<file path="src/common/router_macros.svh">
`ifndef ROUTER_MACROS_SVH
`define ROUTER_MACROS_SVH

// ********************
// router field widths
// ********************

// flit identifier width.
`define FLIT_ID_W 3

// packet length and timer count width.
`define LEN_W 12

// flit word width.
`define DATA_W 32

// identifier code carried by a header flit.
`define HEADER_CODE 3'd1

`endif

</file>
<file path="src/common/routerPkg.sv">
package routerPkg;

`include "router_macros.svh"

  // ********************
  // port select
  // ********************

  // owner of the output port, one bit per state.
  // psIdle means nobody holds the output.
  typedef enum logic [5:0] {
    psIdle  = 6'b000001,
    psLocal = 6'b000010,
    psNorth = 6'b000100,
    psEast  = 6'b001000,
    psWest  = 6'b010000,
    psSouth = 6'b100000
  } portSel;

  // ********************
  // flit kinds
  // ********************

  // codes seen on the flit identifier of each input.
  // only the header code restarts a grant timer.
  typedef enum logic [`FLIT_ID_W-1:0] {
    fkBody   = 3'd0,
    fkHeader = `HEADER_CODE,
    fkTail   = 3'd2
  } flitKind;

endpackage

</file>
<file path="src/arbiter/grantTimer.sv">
`timescale 1ns/1ps

`include "router_macros.svh"

module grantTimer
  import routerPkg::*;
(
  input  logic                  clk,
  input  logic                  rst,
  input  logic [`FLIT_ID_W-1:0] flitId,
  input  logic [`LEN_W-1:0]     length,
  input  logic                  runTimer,
  output logic                  timesUp
);

  logic [`LEN_W-1:0] limit;
  logic [`LEN_W-1:0] count;

  // limit follows the length of the latest header flit.
  always_ff @(posedge clk)
  begin
    if (rst)
    begin
      limit <= '0;
      count <= '0;
    end
    else
    begin
      if (flitId == fkHeader)
        limit <= length;
      // count only while this input holds the output.
      if (runTimer)
        count <= count + 1'b1;
      else
        count <= '0;
    end
  end

  assign timesUp = (count == limit);

  // ********************
  // checks
  // ********************

  // a counting cycle never carries the count past the limit.
  // a reload of the limit during a hold is excused.
  assert property (@(posedge clk) disable iff (rst)
    (runTimer && (count <= limit)) |=> (count <= limit) || $changed(limit))
  else
    $error("grantTimer: count %0d passed limit %0d", count, limit);

endmodule

</file>
<file path="src/arbiter/switchArbiter.sv">
`timescale 1ns/1ps

`include "router_macros.svh"

module switchArbiter
  import routerPkg::*;
(
  input  logic                  clk,
  input  logic                  rst,
  input  logic                  lReq,
  input  logic                  nReq,
  input  logic                  eReq,
  input  logic                  wReq,
  input  logic                  sReq,
  input  logic [`FLIT_ID_W-1:0] lFlitId,
  input  logic [`FLIT_ID_W-1:0] nFlitId,
  input  logic [`FLIT_ID_W-1:0] eFlitId,
  input  logic [`FLIT_ID_W-1:0] wFlitId,
  input  logic [`FLIT_ID_W-1:0] sFlitId,
  input  logic [`LEN_W-1:0]     lLength,
  input  logic [`LEN_W-1:0]     nLength,
  input  logic [`LEN_W-1:0]     eLength,
  input  logic [`LEN_W-1:0]     wLength,
  input  logic [`LEN_W-1:0]     sLength,
  output portSel                grant
);

  portSel     state;
  portSel     nextState;
  logic [4:0] reqVec;
  logic [4:0] timesUp;
  logic [4:0] runTimer;
  logic [2:0] holder;

  // bit order is L, N, E, W, S from bit 0 upward.
  assign reqVec = {sReq, wReq, eReq, nReq, lReq};

  // first requester found when scanning from index start, wrapping.
  function automatic portSel firstReq(input logic [4:0] reqs, input logic [2:0] start);
    int idx;
    firstReq = psIdle;
    // scan backwards so the earliest requester wins.
    for (int i = 4; i >= 0; i--)
    begin
      idx = start + i;
      if (idx >= 5)
        idx = idx - 5;
      if (reqs[idx])
        firstReq = portSel'(6'b000010 << idx);
    end
  endfunction

  // ********************
  // grant timers
  // ********************

  grantTimer i_lTimer (.clk(clk), .rst(rst), .flitId(lFlitId), .length(lLength),
                       .runTimer(runTimer[0]), .timesUp(timesUp[0]));
  grantTimer i_nTimer (.clk(clk), .rst(rst), .flitId(nFlitId), .length(nLength),
                       .runTimer(runTimer[1]), .timesUp(timesUp[1]));
  grantTimer i_eTimer (.clk(clk), .rst(rst), .flitId(eFlitId), .length(eLength),
                       .runTimer(runTimer[2]), .timesUp(timesUp[2]));
  grantTimer i_wTimer (.clk(clk), .rst(rst), .flitId(wFlitId), .length(wLength),
                       .runTimer(runTimer[3]), .timesUp(timesUp[3]));
  grantTimer i_sTimer (.clk(clk), .rst(rst), .flitId(sFlitId), .length(sLength),
                       .runTimer(runTimer[4]), .timesUp(timesUp[4]));

  // ********************
  // state machine
  // ********************

  always_ff @(posedge clk)
  begin
    if (rst)
      state <= psIdle;
    else
      state <= nextState;
  end

  assign grant = state;

  always_comb
  begin
    case (state)
      psNorth: holder = 3'd1;
      psEast:  holder = 3'd2;
      psWest:  holder = 3'd3;
      psSouth: holder = 3'd4;
      default: holder = 3'd0;
    endcase
  end

  always_comb
  begin
    runTimer  = '0;
    nextState = psIdle;
    case (state)
      psIdle:
        nextState = firstReq(reqVec, 3'd0);
      psLocal, psNorth, psEast, psWest, psSouth:
      begin
        if (reqVec[holder] && !timesUp[holder])
        begin
          runTimer[holder] = 1'b1;
          nextState        = state;
        end
        else
          // rotate past the holder, which comes last.
          nextState = firstReq(reqVec, holder + 3'd1);
      end
      default:
        nextState = psIdle;
    endcase
  end

  // ********************
  // checks
  // ********************

  assert property (@(posedge clk) disable iff (rst)
    state inside {psIdle, psLocal, psNorth, psEast, psWest, psSouth})
  else
    $error("switchArbiter: illegal state %b", state);

  // only the holder's timer may run.
  assert property (@(posedge clk) disable iff (rst) $onehot0(runTimer))
  else
    $error("switchArbiter: several timers running %b", runTimer);

endmodule

</file>
<file path="src/logic/flitForward.sv">
`timescale 1ns/1ps

`include "router_macros.svh"

module flitForward
  import routerPkg::*;
(
  input  logic                  clk,
  input  logic                  rst,
  input  portSel                grant,
  input  logic                  lReq,
  input  logic                  nReq,
  input  logic                  eReq,
  input  logic                  wReq,
  input  logic                  sReq,
  input  logic [`DATA_W-1:0]    lData,
  input  logic [`DATA_W-1:0]    nData,
  input  logic [`DATA_W-1:0]    eData,
  input  logic [`DATA_W-1:0]    wData,
  input  logic [`DATA_W-1:0]    sData,
  input  logic [`FLIT_ID_W-1:0] lFlitId,
  input  logic [`FLIT_ID_W-1:0] nFlitId,
  input  logic [`FLIT_ID_W-1:0] eFlitId,
  input  logic [`FLIT_ID_W-1:0] wFlitId,
  input  logic [`FLIT_ID_W-1:0] sFlitId,
  output logic [`DATA_W-1:0]    outData,
  output logic [`FLIT_ID_W-1:0] outFlitId,
  output logic                  outValid
);

  logic                  selReq;
  logic [`DATA_W-1:0]    selData;
  logic [`FLIT_ID_W-1:0] selFlitId;

  // pick the granted input.
  always_comb
  begin
    selReq    = 1'b0;
    selData   = lData;
    selFlitId = lFlitId;
    case (grant)
      psLocal: {selReq, selData, selFlitId} = {lReq, lData, lFlitId};
      psNorth: {selReq, selData, selFlitId} = {nReq, nData, nFlitId};
      psEast:  {selReq, selData, selFlitId} = {eReq, eData, eFlitId};
      psWest:  {selReq, selData, selFlitId} = {wReq, wData, wFlitId};
      psSouth: {selReq, selData, selFlitId} = {sReq, sData, sFlitId};
      default: selReq = 1'b0;
    endcase
  end

  always_ff @(posedge clk)
  begin
    if (rst)
      outValid <= 1'b0;
    else
      outValid <= selReq;
  end

  // data holds its last value when nothing moves.
  always_ff @(posedge clk)
  begin
    if (selReq)
    begin
      outData   <= selData;
      outFlitId <= selFlitId;
    end
  end

  assert property (@(posedge clk) disable iff (rst) (grant == psIdle) |=> !outValid)
  else
    $error("flitForward: valid flit after an idle grant");

endmodule

</file>
<file path="src/logic/outPort.sv">
`timescale 1ns/1ps

`include "router_macros.svh"

module outPort
  import routerPkg::*;
(
  input  logic                  clk,
  input  logic                  rst,
  input  logic                  lReq,
  input  logic [`FLIT_ID_W-1:0] lFlitId,
  input  logic [`LEN_W-1:0]     lLength,
  input  logic [`DATA_W-1:0]    lData,
  input  logic                  nReq,
  input  logic [`FLIT_ID_W-1:0] nFlitId,
  input  logic [`LEN_W-1:0]     nLength,
  input  logic [`DATA_W-1:0]    nData,
  input  logic                  eReq,
  input  logic [`FLIT_ID_W-1:0] eFlitId,
  input  logic [`LEN_W-1:0]     eLength,
  input  logic [`DATA_W-1:0]    eData,
  input  logic                  wReq,
  input  logic [`FLIT_ID_W-1:0] wFlitId,
  input  logic [`LEN_W-1:0]     wLength,
  input  logic [`DATA_W-1:0]    wData,
  input  logic                  sReq,
  input  logic [`FLIT_ID_W-1:0] sFlitId,
  input  logic [`LEN_W-1:0]     sLength,
  input  logic [`DATA_W-1:0]    sData,
  output portSel                grant,
  output logic [`DATA_W-1:0]    outData,
  output logic [`FLIT_ID_W-1:0] outFlitId,
  output logic                  outValid
);

  // ********************
  // switch arbiter
  // ********************

  switchArbiter i_arbiter (
    .clk     (clk),
    .rst     (rst),
    .lReq    (lReq),
    .nReq    (nReq),
    .eReq    (eReq),
    .wReq    (wReq),
    .sReq    (sReq),
    .lFlitId (lFlitId),
    .nFlitId (nFlitId),
    .eFlitId (eFlitId),
    .wFlitId (wFlitId),
    .sFlitId (sFlitId),
    .lLength (lLength),
    .nLength (nLength),
    .eLength (eLength),
    .wLength (wLength),
    .sLength (sLength),
    .grant   (grant)
  );

  // ********************
  // output register
  // ********************

  // forwards the flit of whoever holds the grant.
  flitForward i_forward (
    .clk       (clk),
    .rst       (rst),
    .grant     (grant),
    .lReq      (lReq),
    .nReq      (nReq),
    .eReq      (eReq),
    .wReq      (wReq),
    .sReq      (sReq),
    .lData     (lData),
    .nData     (nData),
    .eData     (eData),
    .wData     (wData),
    .sData     (sData),
    .lFlitId   (lFlitId),
    .nFlitId   (nFlitId),
    .eFlitId   (eFlitId),
    .wFlitId   (wFlitId),
    .sFlitId   (sFlitId),
    .outData   (outData),
    .outFlitId (outFlitId),
    .outValid  (outValid)
  );

endmodule

</file>
<file path="config.mk">
export PLATFORM = sky130hd
export DESIGN_NAME = outPort
export DESIGN_NICKNAME = d
export VERILOG_FILES = /design/src/common/routerPkg.sv /design/src/arbiter/grantTimer.sv /design/src/arbiter/switchArbiter.sv /design/src/logic/flitForward.sv /design/src/logic/outPort.sv
export VERILOG_INCLUDE_DIRS = /design/src /design/src/common
export SDC_FILE = /design/constraint.sdc
export NUM_CORES = 1
export LEC_CHECK = 0
export BUFFER_PORTS_ARGS = -buffer_cell sky130_fd_sc_hd__clkbuf_2
export CAP_MARGIN = 10
export CORE_ASPECT_RATIO = 1.5
export CORE_UTILIZATION = 54
export DETAILED_ROUTE_END_ITERATION = 16
export GPL_TIMING_DRIVEN = 0
export PLACE_DENSITY = 0.82
export SLEW_MARGIN = 20
export SYNTH_ARGS = -nofsm -noshare
export SYNTH_HDL_FRONTEND = slang
export SYNTH_HIERARCHICAL = 1
export SYNTH_SLANG_ARGS = --single-unit
</file>
<file path="constraint.sdc">
create_clock -name clk -period 6.55 [get_ports clk]
set_input_delay 0.655 -clock clk [delete_from_list [all_inputs] [get_ports clk]]
set_output_delay 0.655 -clock clk [all_outputs]
set_load 0.02 [all_outputs]
</file>
# After elaboration in Yosys (flattened, before gate mapping)
# Cells that the tools add are included.
op_classes:
  n_addsub: 15
  n_lt_le_gt_ge: 12
  eq_ne: 17
  shifts: 5
  mux: 54
  n_bitwise: 5
  n_reduce_logical: 9
op_table:
  columns: ["operator", "count"]
  rows:
  - ["$mux 32", 15]
  - ["$lt 32x5->1 const B", 5]
  - ["$shl 2x32->6 const A", 5]
  - ["$ge 32x4->1 const B", 4]
  - ["$pmux 32 s4", 1]
  - ["$sub 32x4->32 const B", 4]
  - ["$mux 6", 11]
  - ["$add 12x1->12 const B", 5]
  - ["$eq 12x12->1", 5]
  - ["$pmux 3 s4", 2]
  - ["$bmux 1 s3", 7]
  - ["$eq 3x1->1 const B", 5]
  - ["$mux 1", 13]
  - ["$pmux 6 s2", 1]
  - ["$mux 5", 2]
  - ["$reduce_or 2->1", 5]
  - ["$add 3x2->4 const B", 2]
  - ["$eq 6x1->1 const B", 1]
  - ["$eq 6x2->1 const B", 1]
  - ["$eq 6x3->1 const B", 1]
  - ["$eq 6x4->1 const B", 1]
  - ["$eq 6x5->1 const B", 1]
  - ["$eq 6x6->1 const B", 1]
  - ["$not 1->1", 5]
  - ["other kinds (13)", 14]
word_totals:
  register_bits: 162
  in_bits: 242
  output_inout_bits: 42
  word_cells: 131

# Logic depth before layout (Yosys ltp)
logic_depth:
  depth_word: 18
  depth_mapped: 22
  depth_no_buf: 17

# By module
# Netlist, hierarchy kept.
by_module_without_submodules:
  columns: ["module", "instances", "cells_per_inst", "area_each_um2", "seq_area_each_um2"]
  rows:
  - ["grantTimer", 5, 113, 1073.5, 480.5]
  - ["flitForward", 1, 309, 2942.8, 1071.0]
  - ["switchArbiter", 1, 341, 2342.2, 120.1]

# Worst setup path after synthesis
# Ideal clock, no wire load.
synth_timing:
  kind: "register to register"
  from: "register i_arbiter.state[4] (netlist: i_arbiter/grant[4])"
  to: "register i_arbiter.state[5] (netlist: i_arbiter/grant[5])"
  setup_time_ps: 86
  arrival_time_ps: 5466
  required_time_ps: 6464
  path_slack_ps: 998
  stages_incl_launch_ff: 23
  n_path_buf: 6
  period_less_slack_ps: 5552
  cell_sequence: "dfxtp_1 -> buf_2 -> xor2_2 -> nand2_1 -> inv_2 -> clkbuf_1 -> clkbuf_1 -> ha_1 -> or3_1 -> buf_2 -> nand2_1 -> ha_1 -> clkbuf_1 -> a2111oi_2 -> mux2_2 -> a32oi_1 -> a32oi_1 -> nor2_1 -> clkbuf_1 -> inv_1 -> nor4_1 -> o311ai_1 -> a221oi_2"
synth_between:
  elab_chain_cells: 18
  word_cells_on_any_way: 72
  cone_classes: "add/sub (10); order compare (5); eq/ne (7); shift (5); mux (42); reduce/logical (3)"
synth_lines:
  columns: ["item", "line", "text"]
  rows:
  - ["start, declared", "switchArbiter.sv:28", "portSel state;"]
  - ["start signal, assigned", "switchArbiter.sv:75", "state <= psIdle;"]
  - ["start signal, assigned", "switchArbiter.sv:77", "state <= nextState;"]
  - ["$eq 6x6->1 (tied with other cells)", "switchArbiter.sv:84, switchArbiter.sv:97", null]
  - ["$pmux 3 s4", "switchArbiter.sv:84", "case (state)"]
  - ["$add 3x1->3", "switchArbiter.sv:109", "nextState = firstReq(reqVec, holder + 3'd1);"]
  - ["$add 3x3->4", "switchArbiter.sv:45", "idx = start + i;"]
  - ["$sub 32x4->32 / $ge 32x4->1 (equally long branches)", "switchArbiter.sv:47, switchArbiter.sv:46", null]
  - ["$mux 32", "switchArbiter.sv:46", "if (idx >= 5)"]
  - ["$mux 32", "switchArbiter.sv:102", "if (reqVec[holder] && !timesUp[holder])"]
  - ["$mux 32", "switchArbiter.sv:97", "case (state)"]
  - ["$bmux 1 s3", "switchArbiter.sv:48", "if (reqs[idx])"]
  - ["$mux 1 (implied by the code) (2 in series)", "switchArbiter.sv:48", null]
  - ["$mux 6 (5 in series)", "switchArbiter.sv:48", null]
  - ["$mux 6", "switchArbiter.sv:102", null]
  - ["$pmux 6 s2", "switchArbiter.sv:97", null]
# Several ways; a longest one is shown, not always the timed one. The select of a mux whose other input is x is not followed.
# A chain may end at the register's enable or synchronous reset.

# Final worst setup path
# Same ends and word-level chain as after synthesis.

==> impl_metrics.json <==
{
  "insertion_delay_ns": 0.44,
  "worstPathRequired_ns": 6.89,
  "drcViolationCount": 0,
  "status": "finished clean",
  "final_cell_mix": "clkbuf_2 (287), dfxtp_1 (127), nor2_1 (112)",
  "power_frac_comb_pct": 38.3,
  "drt-total-wl_um": 37760,
  "cts_tree": "built",
  "max_slew_margin_pct": 34.79,
  "antenna_found_initial": 0,
  "slowest_stage": "dfxtp_1",
  "grt_pass1_wl_um": 58420,
  "drt_iter0_markers": 1054,
  "fmax_mhz": 158.6,
  "min_path_type": "in2reg",
  "synth_cell_type_count": 90,
  "wl_per_cell_um": 21.13,
  "ys_ff_latch": 162,
  "h-tree-depth": 4,
  "crit_path_cell_trace": "buf_2 > xor2_4 > nand2_2 > inv_2 > clkbuf_2 > ha_1 > or3_1 > buf_2 > nand2_1 > ha_1 > a2111oi_4 > buf_4 > mux2_2 > a32oi_1 > a32oi_1 > nor2_1 > clkbuf_2 > inv_1 > nor4_1 > o311ai_1 > a221oi_2",
  "drv_cap": 0,
  "p_int_mw": 2.178,
  "fin_skew_ns": 0.006952,
  "rsz0062_at_grt": "false",
  "crit_buf_inv": 7,
  "cts_buffers": 17,
  "ys_seq_area_share_pct": 33.73,
  "min_period_ns": 6.306,
  "fin_area_um2": 13070,
  "dp_hpwl_um": 28730,
  "slew_violations": 0,
  "grt-ovfl-total": 0,
  "p_total_mw": 3.504,
  "first_pass_iters": 6,
  "std_cell_rows": 62,
  "ir_drop_uv": 199.3,
  "worstMarginPinSlew_ns": 0.9700,
  "floorplan.initialDensity_pct": 55.37,
  "grt_usage_pct": 38.01,
  "leakagePower_nw": 5.146,
  "power.density_nw_per_um2": 268.0,
  "place_area_um2": 12420,
  "synthFlopType": "dfxtp_1",
  "synth_edf_count": 35,
  "final_core_util_pct": 67.96,
  "worstPathMaxFanout": 13,
  "antenna_left": 0,
  "clk_pin_slew_ns": 0.06,
  "p_seq_share_pct": 32.1,
  "die_area_um2": 20300,
  "finalCritPeriodShare_pct": 96.27,
  "clkPwrFrac_pct": 29.6,
  "postSynthAreaPerCell_um2": 8.768,
  "syn_nets": 1480,
  "io_buffers": 283,
  "start_kind": "flip-flop",
  "place_ws_ns": -0.8038,
  "vias_per_cell": 6.259,
  "cp.arrival_ns": 6.64,
  "nNetsFinal": 1784,
  "hold_violations": 0,
  "fp.dieH_um": 174.0,
  "grt_pass1_vias": 10982,
  "gp_congestion": 1.044,
  "drive_gt1_share_pct": 25.60,
  "cts_buffer_depth": 2,
  "yosys_warnings": 6,
  "via_count": 11184,
  "coreArea_um2": 19240,
  "postSynthCellCount": 1215,
  "sw_frac_of_total_pct": 37.83,
  "switchingPower_mw": 1.325,
  "grt_max_degree": 34,
  "layout_commonest_cell": "clkbuf_2",
  "cts-root-buf": "clkbuf_16",
  "crit_family": "buffers and inverters",
  "cts_hold_buf": 0,
  "clock-sinks": 162,
  "tns_ns": 0,
  "io_pins": 284,
  "endpoint_kind": "flip-flop",
  "critPathMaxStageDelay_ns": 0.52,
  "ys_async_sr_fraction_pct": 0,
  "areaGrowthSynthToFinish_pct": 22.73,
  "syn_area_um2": 10650,
  "path_class": "reg2reg",
  "setup_viol": 0,
  "finalWorstSetupSlack_ns": 0.2441,
  "antenna_cells": 0,
  "die_w_um": 116.7
}
-- power by group through the flow --
stage | Combinational (mW) | Sequential [mW] | Clock (mW)
2_1_floorplan | 0.807 | 1.18 | 0
3_3_place_gp | 1.25 | 1.15 | 0
3_5_place_dp | 1.27 | 1.14 | 0
4_1_cts | 1.29 | 1.12 | 1.05
5_1_grt | 1.43 | 1.13 | 1.09
6_report | 1.34 | 1.12 | 1.04
-- synth_stat cells (4+ instances only) --
library cell / instances / area [um^2]
dfxtp_1: 127 / 2542
nor2_1: 112 / 420.4
and3b_1: 72 / 630.6
o21ai_0: 69 / 345.3
mux2i_1: 68 / 680.7
xnor2_1: 67 / 586.8
clkbuf_1: 60 / 225.2
a21oi_1: 50 / 250.2
nand2_1: 45 / 168.9
nand3_1: 43 / 215.2
a22oi_1: 37 / 277.8
o21ai_1: 36 / 180.2
edfxtp_1: 35 / 1051
o221ai_1: 35 / 306.5
nand4_1: 28 / 175.2
nor3_1: 25 / 125.1
ha_1: 23 / 287.8
inv_1: 21 / 78.83
buf_2: 20 / 100.1
or3_1: 19 / 118.9
or4_1: 17 / 127.6
nand2b_1: 15 / 93.84
nor4_1: 14 / 87.58
o31ai_1: 14 / 105.1
xor2_1: 13 / 113.9
and3_1: 10 / 62.56
nor2b_1: 9 / 56.30
and2_1: 7 / 43.79
a31oi_1: 6 / 37.54
o311ai_0: 6 / 52.55
o41ai_1: 6 / 52.55
buf_6: 5 / 56.30
nand2_2: 5 / 31.28
nand4_2: 5 / 62.56
nor3b_2: 5 / 62.56
nand4b_1: 4 / 35.03
o211ai_1: 4 / 30.03
o32ai_1: 4 / 35.03
-- through the flow --
| stage | cells | hold WS [ns] |
|---|---|---|
| after floorplan | 1215 | 0.4525 |
| after global placement | 1754 | 0.4667 |
| after detailed placement | 1755 | 0.4752 |
| after CTS | 1786 | 0.4365 |
| after global routing | 1787 | 0.4515 |
| final | 1787 | 0.4516 |
-- kinds of logic (layout without fill, tap and decap cells) --
kind of cell | Yosys count | after routing | synth area share [%]
buf+inv | 112 | 428 | 4.569
mux | 71 | 71 | 6.730
simple gates | 453 | 453 | 25.25
fa+ha+maj | 23 | 23 | 2.701
compound gates | 312 | 312 | 20.13
flops | 162 | 162 | 33.73
xor+xnor | 82 | 82 | 6.883
-- routing by layer --
layer	vias up	global-route usage [%]	routed length, um
met5	-	0	0
met4	0	23.21	2335
met3	164	9.414	3242
met2	637	63.54	18210
met1	5214	42.70	13980
li1	5169	-	-
-- worst register-to-register path, delay by kind of cell, from the launching register on --
family,cells,cell delay (ns)
flops,1,0.52
compound gates,5,1.23
mux,1,0.34
fa+ha+maj,2,0.76
buf+inv,7,1.71
simple gates,5,1.22
xor+xnor,1,0.44
-- what timing repair did --
action                                  4_1_cts  5_1_grt
resized for setup                             4        6
buffers inserted                              1        1
pin swaps                                     1        1
endpoints found under the setup margin        6        5
-- sequential cells by signal, summed over array words and instances (netlist names) --
register / count
i_forward/outData: 32
i_arbiter/i_eTimer/count: 12
i_arbiter/i_eTimer/limit: 12
i_arbiter/i_lTimer/count: 12
i_arbiter/i_lTimer/limit: 12
i_arbiter/i_nTimer/count: 12
i_arbiter/i_nTimer/limit: 12
i_arbiter/i_sTimer/count: 12
i_arbiter/i_sTimer/limit: 12
i_arbiter/i_wTimer/count: 12
i_arbiter/i_wTimer/limit: 12
i_arbiter/grant: 6
i_forward/outFlitId: 3
i_forward/outValid: 1
-- layout make-up --
| cell class | instances | area [um^2] |
|---|---|---|
| Clock inverter | 11 | 150.1 |
| Sequential cell | 162 | 3593 |
| Tap cell | 256 | 320.3 |
| Clock buffer | 20 | 456.7 |
| Multi-Input combinational cell | 941 | 6606 |
| Timing Repair Buffer | 286 | 1459 |
| Buffer | 87 | 397.9 |
| Fill cell | 1622 | 6165 |
| Inverter | 24 | 90.09 |
-- final timing paths --
check	from	to	slack (ns)	cells after the start
min	eLength[5]	i_arbiter/i_eTimer/limit[5]	0.45	3
max reg2reg	i_arbiter/grant[4]	i_arbiter/grant[5]	0.24	21
min reg2reg	i_arbiter/i_nTimer/count[11]	i_arbiter/i_nTimer/count[11]	0.49	2
max	i_arbiter/grant[4]	i_arbiter/grant[5]	0.24	21
No activity file was read; power rests on OpenSTA's default activity.
